File: config.mk
export PLATFORM = sky130hd
export DESIGN_NAME = draw_engine
export DESIGN_NICKNAME = d
export VERILOG_FILES = /design/src/verilog/draw_cmd_pkg.sv /design/src/verilog/draw_fsm_pkg.sv /design/src/verilog/draw_engine.sv /design/src/verilog/draw_line.sv /design/src/verilog/draw_pixel_mux.sv /design/src/verilog/draw_rectangle.sv /design/src/verilog/draw_rectangle_fill.sv
export VERILOG_INCLUDE_DIRS = /design/src /design/src/verilog
export SDC_FILE = /design/constraint.sdc
export NUM_CORES = 1
export LEC_CHECK = 0
export ABC_AREA = 1
export BUFFER_PORTS_ARGS = -buffer_cell sky130_fd_sc_hd__buf_2
export CAP_MARGIN = 20
export CORE_MARGIN = 2
export CORE_UTILIZATION = 57
export CTS_CLUSTER_DIAMETER = 30
export DETAILED_ROUTE_END_ITERATION = 12
export PLACE_DENSITY = 0.86
export SYNTH_ARGS = -nofsm -noshare
export SYNTH_HDL_FRONTEND = slang
export SYNTH_SLANG_ARGS = --single-unit
File: constraint.sdc
create_clock -name clk -period 5.29 [get_ports clk]
set_clock_uncertainty 0.05 [all_clocks]
set_input_delay 0.529 -clock clk [delete_from_list [all_inputs] [get_ports clk]]
set_output_delay 0.529 -clock clk [all_outputs]
set_load 0.05 [all_outputs]
File: src/verilog/draw_defs.svh
// Width macros shared by the drawing engine RTL and its testbench.
// Include wherever coordinate or colour buses are declared.
`ifndef DRAW_DEFS_SVH
`define DRAW_DEFS_SVH

// signed screen coordinate, wide enough for negative offsets
`define DRAW_CORDW 16

// colour word carried with every pixel write
`define DRAW_COLRW 8

`endif

File: src/verilog/draw_cmd_pkg.sv
// Command encodings for the drawing engine.
// Import into any block that decodes or issues a drawing opcode.
`default_nettype none

package draw_cmd_pkg;

    // one opcode per drawer
    typedef enum logic [0:0] {
        OP_RECT = 1'b0,  // rectangle outline
        OP_FILL = 1'b1   // filled rectangle
    } draw_op_e;

endpackage

`default_nettype wire

File: src/verilog/draw_fsm_pkg.sv
// State encodings for the line, outline and fill state machines.
// Each drawer imports this and uses its own enum.
`default_nettype none

package draw_fsm_pkg;

    // Bresenham line stepper
    typedef enum logic [1:0] {
        L_IDLE = 2'd0,  // waiting for start
        L_INIT = 2'd1,  // latch endpoints, set up error term
        L_DRAW = 2'd2   // one pixel per enabled clock
    } line_state_e;

    // outline sequencer
    typedef enum logic [1:0] {
        R_IDLE = 2'd0,
        R_INIT = 2'd1,  // pick edge endpoints
        R_DRAW = 2'd2   // wait for the edge to finish
    } rect_state_e;

    // raster fill
    typedef enum logic [1:0] {
        F_IDLE = 2'd0,
        F_INIT = 2'd1,  // sort corners
        F_DRAW = 2'd2
    } fill_state_e;

endpackage

`default_nettype wire

File: src/verilog/draw_engine.sv
// Top of the 2D drawing engine: command mux plus outline and fill drawers.
// Drive start with op, corners and colour; one pixel_we per emitted pixel.
`default_nettype none
`timescale 1ns/1ps

`include "draw_defs.svh"

module draw_engine
    import draw_cmd_pkg::*;
(
    input  wire logic                          clk,
    input  wire logic                          rst,
    input  wire logic                          start,
    input  wire draw_op_e                      op,
    input  wire logic signed [`DRAW_CORDW-1:0] x0,
    input  wire logic signed [`DRAW_CORDW-1:0] y0,
    input  wire logic signed [`DRAW_CORDW-1:0] x1,
    input  wire logic signed [`DRAW_CORDW-1:0] y1,
    input  wire logic        [`DRAW_COLRW-1:0] colour,
    input  wire logic                          oe,            // back-pressure level
    output      logic signed [`DRAW_CORDW-1:0] x,
    output      logic signed [`DRAW_CORDW-1:0] y,
    output      logic        [`DRAW_COLRW-1:0] pixel_colour,
    output      logic                          pixel_we,
    output      logic                          busy,
    output      logic                          done
);

    logic                          rect_start, fill_start;
    logic signed [`DRAW_CORDW-1:0] rect_x, rect_y;
    logic signed [`DRAW_CORDW-1:0] fill_x, fill_y;
    logic                          rect_drawing, rect_done;
    logic                          fill_drawing, fill_done;

    draw_pixel_mux u_mux (
        .clk          (clk),
        .rst          (rst),
        .start        (start),
        .op           (op),
        .colour       (colour),
        .rect_x       (rect_x),
        .rect_y       (rect_y),
        .rect_drawing (rect_drawing),
        .rect_done    (rect_done),
        .fill_x       (fill_x),
        .fill_y       (fill_y),
        .fill_drawing (fill_drawing),
        .fill_done    (fill_done),
        .rect_start   (rect_start),
        .fill_start   (fill_start),
        .x            (x),
        .y            (y),
        .pixel_colour (pixel_colour),
        .pixel_we     (pixel_we),
        .busy         (busy),
        .done         (done)
    );

    draw_rectangle u_rect (
        .clk     (clk),
        .rst     (rst),
        .start   (rect_start),
        .oe      (oe),
        .x0      (x0),
        .y0      (y0),
        .x1      (x1),
        .y1      (y1),
        .x       (rect_x),
        .y       (rect_y),
        .drawing (rect_drawing),
        .done    (rect_done)
    );

    draw_rectangle_fill u_fill (
        .clk     (clk),
        .rst     (rst),
        .start   (fill_start),
        .oe      (oe),
        .x0      (x0),
        .y0      (y0),
        .x1      (x1),
        .y1      (y1),
        .x       (fill_x),
        .y       (fill_y),
        .drawing (fill_drawing),
        .done    (fill_done)
    );

endmodule

`default_nettype wire

File: src/verilog/draw_line.sv
// Bresenham line drawer, one pixel per clock while oe is high.
// Pulse start with the endpoints stable; done pulses after the last pixel.
`default_nettype none
`timescale 1ns/1ps

`include "draw_defs.svh"

module draw_line
    import draw_fsm_pkg::*;
(
    input  wire logic                          clk,
    input  wire logic                          rst,
    input  wire logic                          start,    // begin a new line
    input  wire logic                          oe,       // output enable, stalls when low
    input  wire logic signed [`DRAW_CORDW-1:0] x0,       // start point
    input  wire logic signed [`DRAW_CORDW-1:0] y0,
    input  wire logic signed [`DRAW_CORDW-1:0] x1,       // end point
    input  wire logic signed [`DRAW_CORDW-1:0] y1,
    output      logic signed [`DRAW_CORDW-1:0] x,        // current pixel
    output      logic signed [`DRAW_CORDW-1:0] y,
    output      logic                          drawing,  // pixel valid this cycle
    output      logic                          done      // one-cycle completion pulse
);

    line_state_e state;

    // one extra bit so differences of signed coords never overflow
    logic signed [`DRAW_CORDW:0]   x0e, y0e, x1e, y1e;
    logic signed [`DRAW_CORDW:0]   dx_abs, dy_abs;  // setup values from inputs
    logic signed [`DRAW_CORDW:0]   dx, dy;          // dx positive, dy negated
    logic signed [`DRAW_CORDW:0]   err;
    logic signed [`DRAW_CORDW+1:0] e2;
    logic signed [`DRAW_CORDW-1:0] xend, yend;      // latched end point
    logic                          right, down;     // step directions
    logic                          movx, movy;

    assign x0e = x0;  // sign extend
    assign y0e = y0;
    assign x1e = x1;
    assign y1e = y1;

    always_comb begin
        dx_abs = (x1e > x0e) ? x1e - x0e : x0e - x1e;
        dy_abs = (y1e > y0e) ? y1e - y0e : y0e - y1e;
        e2     = $signed({err, 1'b0});  // 2 * err
        movx   = (e2 >= dy);
        movy   = (e2 <= dx);
    end

    always_ff @(posedge clk) begin
        done <= 1'b0;
        case (state)
            L_INIT: begin
                dx    <= dx_abs;
                dy    <= -dy_abs;
                err   <= dx_abs - dy_abs;
                right <= (x0 < x1);
                down  <= (y0 < y1);
                x     <= x0;
                y     <= y0;
                xend  <= x1;
                yend  <= y1;
                state <= L_DRAW;
            end
            L_DRAW: begin
                if (oe) begin
                    if (x == xend && y == yend) begin  // last pixel goes out now
                        state <= L_IDLE;
                        done  <= 1'b1;
                    end else begin
                        err <= err + (movx ? dy : '0) + (movy ? dx : '0);
                        if (movx) x <= right ? x + 1'b1 : x - 1'b1;
                        if (movy) y <= down ? y + 1'b1 : y - 1'b1;
                    end
                end
            end
            L_IDLE: begin
                if (start) state <= L_INIT;
            end
            default: state <= L_IDLE;
        endcase

        if (rst) begin
            state <= L_IDLE;
            done  <= 1'b0;
        end
    end

    assign drawing = (state == L_DRAW) && oe;

    // completion never overlaps a pixel write
    a_done_not_drawing: assert property (@(posedge clk) disable iff (rst)
        !(done && drawing))
        else $error("line done while drawing");

endmodule

`default_nettype wire

File: src/verilog/draw_pixel_mux.sv
// Command dispatch and output merge for the two rectangle drawers.
// Accepts a start only when idle, then forwards the chosen drawer's pixels.
`default_nettype none
`timescale 1ns/1ps

`include "draw_defs.svh"

module draw_pixel_mux
    import draw_cmd_pkg::*;
(
    input  wire logic                          clk,
    input  wire logic                          rst,
    input  wire logic                          start,         // command strobe
    input  wire draw_op_e                      op,
    input  wire logic        [`DRAW_COLRW-1:0] colour,
    input  wire logic signed [`DRAW_CORDW-1:0] rect_x,        // outline drawer
    input  wire logic signed [`DRAW_CORDW-1:0] rect_y,
    input  wire logic                          rect_drawing,
    input  wire logic                          rect_done,
    input  wire logic signed [`DRAW_CORDW-1:0] fill_x,        // fill drawer
    input  wire logic signed [`DRAW_CORDW-1:0] fill_y,
    input  wire logic                          fill_drawing,
    input  wire logic                          fill_done,
    output      logic                          rect_start,
    output      logic                          fill_start,
    output      logic signed [`DRAW_CORDW-1:0] x,             // merged pixel port
    output      logic signed [`DRAW_CORDW-1:0] y,
    output      logic        [`DRAW_COLRW-1:0] pixel_colour,
    output      logic                          pixel_we,
    output      logic                          busy,
    output      logic                          done
);

    draw_op_e               op_r;      // opcode of the running command
    logic [`DRAW_COLRW-1:0] colour_r;

    always_ff @(posedge clk) begin
        rect_start <= 1'b0;
        fill_start <= 1'b0;
        if (!busy) begin
            if (start) begin  // starts while busy are dropped
                busy       <= 1'b1;
                op_r       <= op;
                colour_r   <= colour;
                rect_start <= (op == OP_RECT);
                fill_start <= (op == OP_FILL);
            end
        end else if (done) begin
            busy <= 1'b0;
        end

        if (rst) begin
            busy       <= 1'b0;
            op_r       <= OP_RECT;
            rect_start <= 1'b0;
            fill_start <= 1'b0;
        end
    end

    always_comb begin
        if (op_r == OP_FILL) begin
            x        = fill_x;
            y        = fill_y;
            pixel_we = fill_drawing;
            done     = busy && fill_done;
        end else begin
            x        = rect_x;
            y        = rect_y;
            pixel_we = rect_drawing;
            done     = busy && rect_done;
        end
    end

    assign pixel_colour = colour_r;

    // only one drawer may ever be active
    a_one_drawer: assert property (@(posedge clk) disable iff (rst)
        !(rect_drawing && fill_drawing))
        else $error("both drawers emitting pixels");

endmodule

`default_nettype wire

File: src/verilog/draw_rectangle.sv
// Rectangle outline drawer; walks the four edges through one line drawer.
// Corners must stay stable from start until done.
`default_nettype none
`timescale 1ns/1ps

`include "draw_defs.svh"

module draw_rectangle
    import draw_fsm_pkg::*;
(
    input  wire logic                          clk,
    input  wire logic                          rst,
    input  wire logic                          start,    // begin outline
    input  wire logic                          oe,       // output enable
    input  wire logic signed [`DRAW_CORDW-1:0] x0,       // corner a
    input  wire logic signed [`DRAW_CORDW-1:0] y0,
    input  wire logic signed [`DRAW_CORDW-1:0] x1,       // opposite corner
    input  wire logic signed [`DRAW_CORDW-1:0] y1,
    output      logic signed [`DRAW_CORDW-1:0] x,        // current pixel
    output      logic signed [`DRAW_CORDW-1:0] y,
    output      logic                          drawing,  // pixel valid
    output      logic                          done      // outline finished
);

    rect_state_e state;

    logic [1:0]                    line_id;     // edge number 0..3
    logic                          line_start;  // kick the line drawer
    logic                          line_done;
    logic signed [`DRAW_CORDW-1:0] lx0, ly0;    // edge start
    logic signed [`DRAW_CORDW-1:0] lx1, ly1;    // edge end

    always_ff @(posedge clk) begin
        line_start <= 1'b0;
        done       <= 1'b0;
        case (state)
            R_INIT: begin
                // edges go clockwise from (x0,y0)
                case (line_id)
                    2'd0: begin
                        lx0 <= x0;
                        ly0 <= y0;
                        lx1 <= x1;
                        ly1 <= y0;
                    end
                    2'd1: begin
                        lx0 <= x1;
                        ly0 <= y0;
                        lx1 <= x1;
                        ly1 <= y1;
                    end
                    2'd2: begin
                        lx0 <= x1;
                        ly0 <= y1;
                        lx1 <= x0;
                        ly1 <= y1;
                    end
                    default: begin  // closing edge back to the origin
                        lx0 <= x0;
                        ly0 <= y1;
                        lx1 <= x0;
                        ly1 <= y0;
                    end
                endcase
                line_start <= 1'b1;
                state      <= R_DRAW;
            end
            R_DRAW: begin
                if (line_done) begin
                    if (line_id == 2'd3) begin
                        done  <= 1'b1;
                        state <= R_IDLE;
                    end else begin
                        line_id <= line_id + 2'd1;
                        state   <= R_INIT;
                    end
                end
            end
            R_IDLE: begin
                if (start) begin
                    line_id <= 2'd0;
                    state   <= R_INIT;
                end
            end
            default: state <= R_IDLE;
        endcase

        if (rst) begin
            state      <= R_IDLE;
            line_id    <= 2'd0;
            line_start <= 1'b0;
            done       <= 1'b0;
        end
    end

    draw_line u_line (
        .clk     (clk),
        .rst     (rst),
        .start   (line_start),
        .oe      (oe),
        .x0      (lx0),
        .y0      (ly0),
        .x1      (lx1),
        .y1      (ly1),
        .x       (x),
        .y       (y),
        .drawing (drawing),
        .done    (line_done)
    );

    // next edge only starts once the previous one has stopped emitting
    a_start_idle_line: assert property (@(posedge clk) disable iff (rst)
        line_start |-> !drawing)
        else $error("edge restarted while line still drawing");

endmodule

`default_nettype wire

File: src/verilog/draw_rectangle_fill.sv
// Filled rectangle drawer, raster order from the lowest corner.
// Corners may come in any order; hold them stable until the INIT cycle is past.
`default_nettype none
`timescale 1ns/1ps

`include "draw_defs.svh"

module draw_rectangle_fill
    import draw_fsm_pkg::*;
(
    input  wire logic                          clk,
    input  wire logic                          rst,
    input  wire logic                          start,    // begin fill
    input  wire logic                          oe,       // output enable
    input  wire logic signed [`DRAW_CORDW-1:0] x0,       // corner a
    input  wire logic signed [`DRAW_CORDW-1:0] y0,
    input  wire logic signed [`DRAW_CORDW-1:0] x1,       // corner b
    input  wire logic signed [`DRAW_CORDW-1:0] y1,
    output      logic signed [`DRAW_CORDW-1:0] x,        // current pixel
    output      logic signed [`DRAW_CORDW-1:0] y,
    output      logic                          drawing,
    output      logic                          done
);

    fill_state_e state;

    logic signed [`DRAW_CORDW-1:0] xlo, xhi, ylo, yhi;      // sorted inputs
    logic signed [`DRAW_CORDW-1:0] xmin, xmax, ymin, ymax;  // registered bounds

    always_comb begin
        xlo = (x0 < x1) ? x0 : x1;
        xhi = (x0 < x1) ? x1 : x0;
        ylo = (y0 < y1) ? y0 : y1;
        yhi = (y0 < y1) ? y1 : y0;
    end

    always_ff @(posedge clk) begin
        done <= 1'b0;
        case (state)
            F_INIT: begin
                xmin  <= xlo;
                xmax  <= xhi;
                ymin  <= ylo;
                ymax  <= yhi;
                x     <= xlo;  // top left first
                y     <= ylo;
                state <= F_DRAW;
            end
            F_DRAW: begin
                if (oe) begin
                    if (x == xmax) begin
                        if (y == ymax) begin  // bottom right emitted
                            state <= F_IDLE;
                            done  <= 1'b1;
                        end else begin
                            x <= xmin;  // wrap to next row
                            y <= y + 1'b1;
                        end
                    end else begin
                        x <= x + 1'b1;
                    end
                end
            end
            F_IDLE: begin
                if (start) state <= F_INIT;
            end
            default: state <= F_IDLE;
        endcase

        if (rst) begin
            state <= F_IDLE;
            done  <= 1'b0;
        end
    end

    assign drawing = (state == F_DRAW) && oe;

    a_inside_bounds: assert property (@(posedge clk) disable iff (rst)
        drawing |-> (x >= xmin && x <= xmax && y >= ymin && y <= ymax))
        else $error("fill pixel outside rectangle");

endmodule

`default_nettype wire

==> results of run 1 <==
path summary, 6_finish.rpt:
kind	start	endpoint	slack (ns)	cells past startpoint
worst min-delay path	colour[0]	u_mux.pixel_colour[0]	0.04	1
worst max-delay path	u_rect.lx1[0]	u_rect.u_line.err[14]	0.23	26
worst min register to register	u_rect.line_start	u_rect.u_line.state[0]	0.39	2
worst max register to register	u_rect.lx1[0]	u_rect.u_line.err[14]	0.23	26
power by group through the flow:
stage / clock, W / sequential (W) / combinational [W]
floorplan: 0 / 0.00337 / 0.00322
global placement: 0 / 0.00343 / 0.00414
detailed placement: 0 / 0.00346 / 0.00430
CTS: 0.00378 / 0.00342 / 0.00438
global route: 0.00389 / 0.00348 / 0.00495
finish: 0.00377 / 0.00344 / 0.00449
layout make-up:
type | instances | share of cell area [%]
Multi-Input combinational cell | 2070 | 47.6
Sequential cell | 285 | 32.7
Inverter | 424 | 6.21
Clock buffer | 64 | 5.79
Timing Repair Buffer | 142 | 3.00
Tap cell | 518 | 2.53
Clock inverter | 44 | 2.13
per-stage QoR:
step / total power, W / utilization [%] / cell area (sq um) / setup WS, ns / cells
after global placement: 0.00758 / 60.9 / 23600 / 0.552 / 3438
after CTS: 0.0116 / 66.2 / 25600 / 0.225 / 3546
after global routing: 0.0123 / 66.2 / 25600 / 0.0118 / 3547
final: 0.0117 / 66.2 / 25600 / 0.230 / 3547
after floorplan: 0.00659 / - / 22500 / 0.205 / 2846
after detailed placement: 0.00776 / 60.9 / 23600 / 0.304 / 3438
metal layers:
metal | share of wire, % | GRT usage, % | vias to the layer above | wire [um]
met5 | 0 | 0 | - | 0
li1 | - | - | 9713 | -
met2 | 45 | 51.0 | 1235 | 29300
met3 | 11 | 5.60 | 205 | 6950
met1 | 40 | 41.9 | 9602 | 25800
met4 | 4.4 | 15.0 | 0 | 2870
Yosys cell counts (all sizes together):
cell type,instances
and2,16
a21oi,159
a41oi,1
nor2,160
or2,12
nand3b,4
a211oi,5
o21a,8
o21bai,12
o2111ai,3
nand2,772
a31oi,5
o21ai,250
a21boi,6
a31o,1
o211ai,2
clkbuf,55
ha,200
dfxtp,16
buf,12
a22oi,13
and3,1
nor3,19
o311a,1
o31ai,4
clkinv,3
fa,24
edfxtp,269
a21o,14
a32oi,2
nor4,10
xor2,68
o22ai,7
nand4,38
inv,421
xnor2,73
nand3,176
mux2i,4
cells by family after synthesis:
kind of cell               count (synthesis)  share of synthesized area (%)
AOI/OAI and AO/OA                        493                           12.0
buffers and inverters                    491                           8.39
muxes                                      4                          0.178
and+or+nand+nor                         1208                           23.3
xor gates and xnor gates                 141                           5.50
adders and majority gates                224                           13.3
DFF                                      285                           37.4
==> impl_metrics.env, run 1 <==
export IMPL_max_stage_delay_ns=0.46
export IMPL_p_sw_w=0.00462
export IMPL_final_common_cell="nand2_1"
export IMPL_drc=1
export IMPL_hp_class="input pin to flop"
export IMPL_worstSetupEndpointType="flop"
export IMPL_hold_violations=0
export IMPL_synth_seq_cells=285
export IMPL_p_leak_nw=11.9
export IMPL_clock_power_share_pct=32.3
export IMPL_cp_buffers_inverters=5
export IMPL_dr_pass1_iters=12
export IMPL_nNetsFinal=3281
export IMPL_core_area_sq_mm=0.0387
export IMPL_syn_num_nets=3147
export IMPL_drive_gt1_share_pct=10.5
export IMPL_overflow=0
export IMPL_grt_max_degree=69
export IMPL_postCtsSetupBuffers=0
export IMPL_diodes=0
export IMPL_die_h_um=202
export IMPL_syn_inst=2846
export IMPL_critPathArrivalTime_ns=5.37
export IMPL_seq_area_sq_mm=0.00840
export IMPL_yosysUniqueCellTypes=56
export IMPL_numCtsBuffers=57
export IMPL_yosysTopAreaCell="edfxtp_1"
export IMPL_ys_seq_area_share_pct=37.4
export IMPL_crit_path_top_delay_cell="o21ai_0"
export IMPL_num_vias=20800
export IMPL_antenna_found_initial=1
export IMPL_final_cell_mix="nand2_1, inv_1, edfxtp_1"
export IMPL_ys_warn_count=0
export IMPL_synth_area_sq_mm=0.0225
export IMPL_final_min_clock_period_ns=5.06
export IMPL_avgSynthCellArea_sq_um=7.89
export IMPL_grt_pass1_vias=20500
export IMPL_track_usage_pct=31.8
export IMPL_wl_um=65000
export IMPL_synth_area_top_cells="edfxtp_1, nand2_1, ha_1"
export IMPL_ir_drop_uv=311
export IMPL_io_pins=120
export IMPL_p_sw_share_pct=39.5
export IMPL_rsz0062_at_grt="false"
export IMPL_synth_top_area_share_pct=36.0
export IMPL_clk_pin_slew_ns=0.05
export IMPL_pwr_share_comb_pct=38.3
export IMPL_maxCapViolCount=0
export IMPL_drt_iter0_markers=2310
export IMPL_cts_hold_buffers=0
export IMPL_avgRoutedWirePerCell_um=18.3
export IMPL_failed_checks="DRC"
export IMPL_cts_tree="yes"
export IMPL_cpMostUsedCell="nand2_1"
export IMPL_worst_pin_slew_ns=1.12
export IMPL_num_rows=72
export IMPL_cts_root_buf="clkbuf_16"
export IMPL_power_frac_seq_pct=29.4
export IMPL_setup_viol=0
export IMPL_required_ns=5.59
export IMPL_cp_start_kind="flop"
export IMPL_hpwl_um=48300
export IMPL_clk_path_buf_depth=3
export IMPL_clock_latency_ns=0.62
export IMPL_antenna_left=0
export IMPL_cts_resized=0
export IMPL_holdWs_ns=0.0391
export IMPL_start_util_pct=58.0
export IMPL_area_delta_synth_final_pct=14.2
export IMPL_status="finished, violations left"
export IMPL_path_delay_family="compound AO/OA/AOI/OAI gates"
export IMPL_h_tree_depth=2
export IMPL_avgViaCountPerCell=5.85
export IMPL_max_freq_mhz=198
export IMPL_die_w_um=202
export IMPL_fillers=3039
export IMPL_die_area_sq_mm=0.0410
export IMPL_internal_power_w=0.00707
export IMPL_criticalPathCategory="flop to flop"
export IMPL_maxSlewViolCount=0
export IMPL_finalSetupTns_ns=0
export IMPL_multi_input_area_sq_mm=0.0122
export IMPL_grt_pass1_wl_um=104000
export IMPL_cts_sink_count=285
export IMPL_critPathMaxFanout=13
export IMPL_io_buffers=119
export IMPL_min_period_over_period_pct=95.7
export IMPL_power_density_mw_per_mm2=456
export IMPL_reg_largest_list="u_rect.u_line.dx (17), u_rect.u_line.dy (17), u_rect.u_line.err (17)"
export IMPL_slew_headroom_pct=25.3
export IMPL_gp_congestion=0.985
(Power assumes the default switching activity.)
==> run 2, diff against run 1 <==
--- a/config.mk
+++ b/config.mk
@@ -14,6 +14,7 @@
 export CTS_CLUSTER_DIAMETER = 30
 export DETAILED_ROUTE_END_ITERATION = 12
 export PLACE_DENSITY = 0.86
+export REMOVE_ABC_BUFFERS = 1
 export SYNTH_ARGS = -nofsm -noshare
 export SYNTH_HDL_FRONTEND = slang
 export SYNTH_SLANG_ARGS = --single-unit
==> run 2 against run 1 <==
Effect of this change: flip-flop and latch count is the same; final cell count grew 0.14%; critical path type unchanged; critical path depth grew 1; power shrank 1.6%; fmax grew 5.1%; design area is essentially flat; the run now ends clean; register-to-register slack gained 0.25 ns; non-clock buffer count grew 1; via count shrank 0.15%; clock power shrank 5.3%; hold slack lost 0.00055 ns.
==> impl_metrics.env, run 2 (synthesis results as in run 1) <==
export IMPL_status="completed"
export IMPL_clk_path_buf_depth=3
export IMPL_reg_largest_list="u_rect.u_line.dx (17), u_rect.u_line.dy (17), u_rect.u_line.err (17)"
export IMPL_clock_power_share_pct=31.1
export IMPL_criticalPathCategory="flop to flop"
export IMPL_path_delay_family="compound AO/OA/AOI/OAI gates"
export IMPL_die_area_sq_mm=0.0410
export IMPL_rsz0062_at_grt="false"
export IMPL_critPathArrivalTime_ns=5.11
export IMPL_place_ws_ns=0.339
export IMPL_track_usage_pct=31.3
export IMPL_finalSetupTns_ns=0
export IMPL_grt_pass1_vias=20300
export IMPL_postCtsSetupBuffers=0
export IMPL_cpMostUsedCell="nand2_1"
export IMPL_start_util_pct=58.0
export IMPL_ir_drop_uv=333
export IMPL_max_stage_delay_ns=0.42
export IMPL_overflow=0
export IMPL_power_frac_seq_pct=29.9
export IMPL_required_ns=5.58
export IMPL_avgViaCountPerCell=5.83
export IMPL_area_delta_synth_final_pct=14.2
export IMPL_cts_tree="yes"
export IMPL_num_vias=20700
export IMPL_drive_gt1_share_pct=10.6
export IMPL_multi_input_area_sq_mm=0.0122
export IMPL_numCtsBuffers=59
export IMPL_die_w_um=202
export IMPL_final_min_clock_period_ns=4.82
export IMPL_busiest_layer="met2"
export IMPL_wl_um=64500
export IMPL_critPathMaxFanout=17
export IMPL_min_period_over_period_pct=91.0
export IMPL_seq_area_sq_mm=0.00840
export IMPL_maxSlewViolCount=0
export IMPL_antenna_left=0
export IMPL_cp_start_kind="flop"
export IMPL_die_h_um=202
export IMPL_hpwl_um=48500
export IMPL_cts_root_buf="clkbuf_16"
export IMPL_cts_sink_count=285
export IMPL_met1_usage_pct=41.5
export IMPL_io_pins=120
export IMPL_gp_congestion=0.957
export IMPL_p_leak_nw=12.0
export IMPL_worst_pin_slew_ns=1.11
export IMPL_nNetsFinal=3284
export IMPL_antenna_found_initial=2
export IMPL_clk_pin_slew_ns=0.05
export IMPL_setup_viol=0
export IMPL_h_tree_depth=2
export IMPL_cp_buffers_inverters=5
export IMPL_final_cell_mix="nand2_1, inv_1, edfxtp_1"
export IMPL_drc=0
export IMPL_clock_latency_ns=0.61
export IMPL_stdcell_count=3552
export IMPL_drt_iter0_markers=2092
export IMPL_p_sw_share_pct=40.5
export IMPL_dp_cells=3440
export IMPL_core_area_sq_mm=0.0387
export IMPL_hold_violations=0
export IMPL_diodes=0
export IMPL_met3_usage_pct=5.44
export IMPL_crit_path_top_delay_cell="fa_1"
export IMPL_dr_pass1_iters=6
export IMPL_power_density_mw_per_mm2=449
export IMPL_grt_pass1_wl_um=103000
export IMPL_grt_max_degree=69
export IMPL_io_buffers=119
export IMPL_p_sw_w=0.00466
export IMPL_fillers=3030
export IMPL_cts_hold_buffers=0
export IMPL_pwr_share_comb_pct=39.1
export IMPL_avgRoutedWirePerCell_um=18.1
export IMPL_max_freq_mhz=208
export IMPL_num_rows=72
export IMPL_final_common_cell="nand2_1"
export IMPL_worstSetupEndpointType="flop"
export IMPL_grt_use_met2_pct=51.4
export IMPL_setup_slack_ns=0.475
export IMPL_maxCapViolCount=0
export IMPL_hp_class="input pin to flop"
export IMPL_internal_power_w=0.00685
export IMPL_slew_headroom_pct=26.1
==> run 2: path summary, 6_finish.rpt <==
path,startpoint,end,slack [ns],cells past startpoint
worst max-delay path,u_rect.lx1[0],u_rect.u_line.err[14],0.47,27
worst min-delay path,colour[0],u_mux.pixel_colour[0],0.04,1
worst max register to register,u_rect.lx1[0],u_rect.u_line.err[14],0.47,27
worst min register to register,u_rect.lx1[0],u_rect.u_line.xend[0],0.42,0
==> run 2: area by class of cell <==
| cell class | count | share of cell area (%) |
|---|---|---|
| Clock buffer | 68 | 6.06 |
| Multi-Input combinational cell | 2070 | 47.6 |
| Inverter | 424 | 6.21 |
| Tap cell | 518 | 2.53 |
| Clock inverter | 44 | 1.53 |
| Sequential cell | 285 | 32.8 |
| Timing Repair Buffer | 143 | 3.27 |
==> run 2: worst register-to-register path, delay by kind of cell, from the launching register on <==
kind	cells	cell delay, ns
AOI/OAI and AO/OA	8	1.46
and+or+nand+nor	11	1.24
adders and majority gates	3	0.96
buffers and inverters	5	0.47
DFF	1	0.40
==> run 2: power groups by stage <==
stage,logic (W),clock network [W],registers (W)
finish,0.00450,0.00357,0.00344
global route,0.00498,0.00369,0.00348
CTS,0.00438,0.00359,0.00342
detailed placement,0.00432,0,0.00346
global placement,0.00414,0,0.00343
floorplan,0.00317,0,0.00338
==> run 2: per-stage QoR <==
| stage | total power [W] | utilization (%) | instance area [sq um] | hold slack, ns |
|---|---|---|---|---|
| after floorplan | 0.00655 | - | 22200 | 0.358 |
| after global placement | 0.00757 | 60.9 | 23600 | 0.369 |
| after detailed placement | 0.00778 | 61.1 | 23700 | 0.378 |
| after CTS | 0.0114 | 66.2 | 25600 | 0.0284 |
| after global routing | 0.0121 | 66.2 | 25600 | 0.0335 |
| final | 0.0115 | 66.2 | 25600 | 0.0386 |
==> run 2: metal layers <==
metal / share of wire, % / routed length, um
met5: 0.033 / 21
met4: 3.5 / 2260
met3: 10 / 6490
met2: 46 / 29800
met1: 40 / 25900
==> run 2: repair_timing <==
action                                  4_1_cts  5_1_grt
endpoints found under the setup margin        0        4
hold endpoints to repair                      0        0
gates resized for setup                       0        4
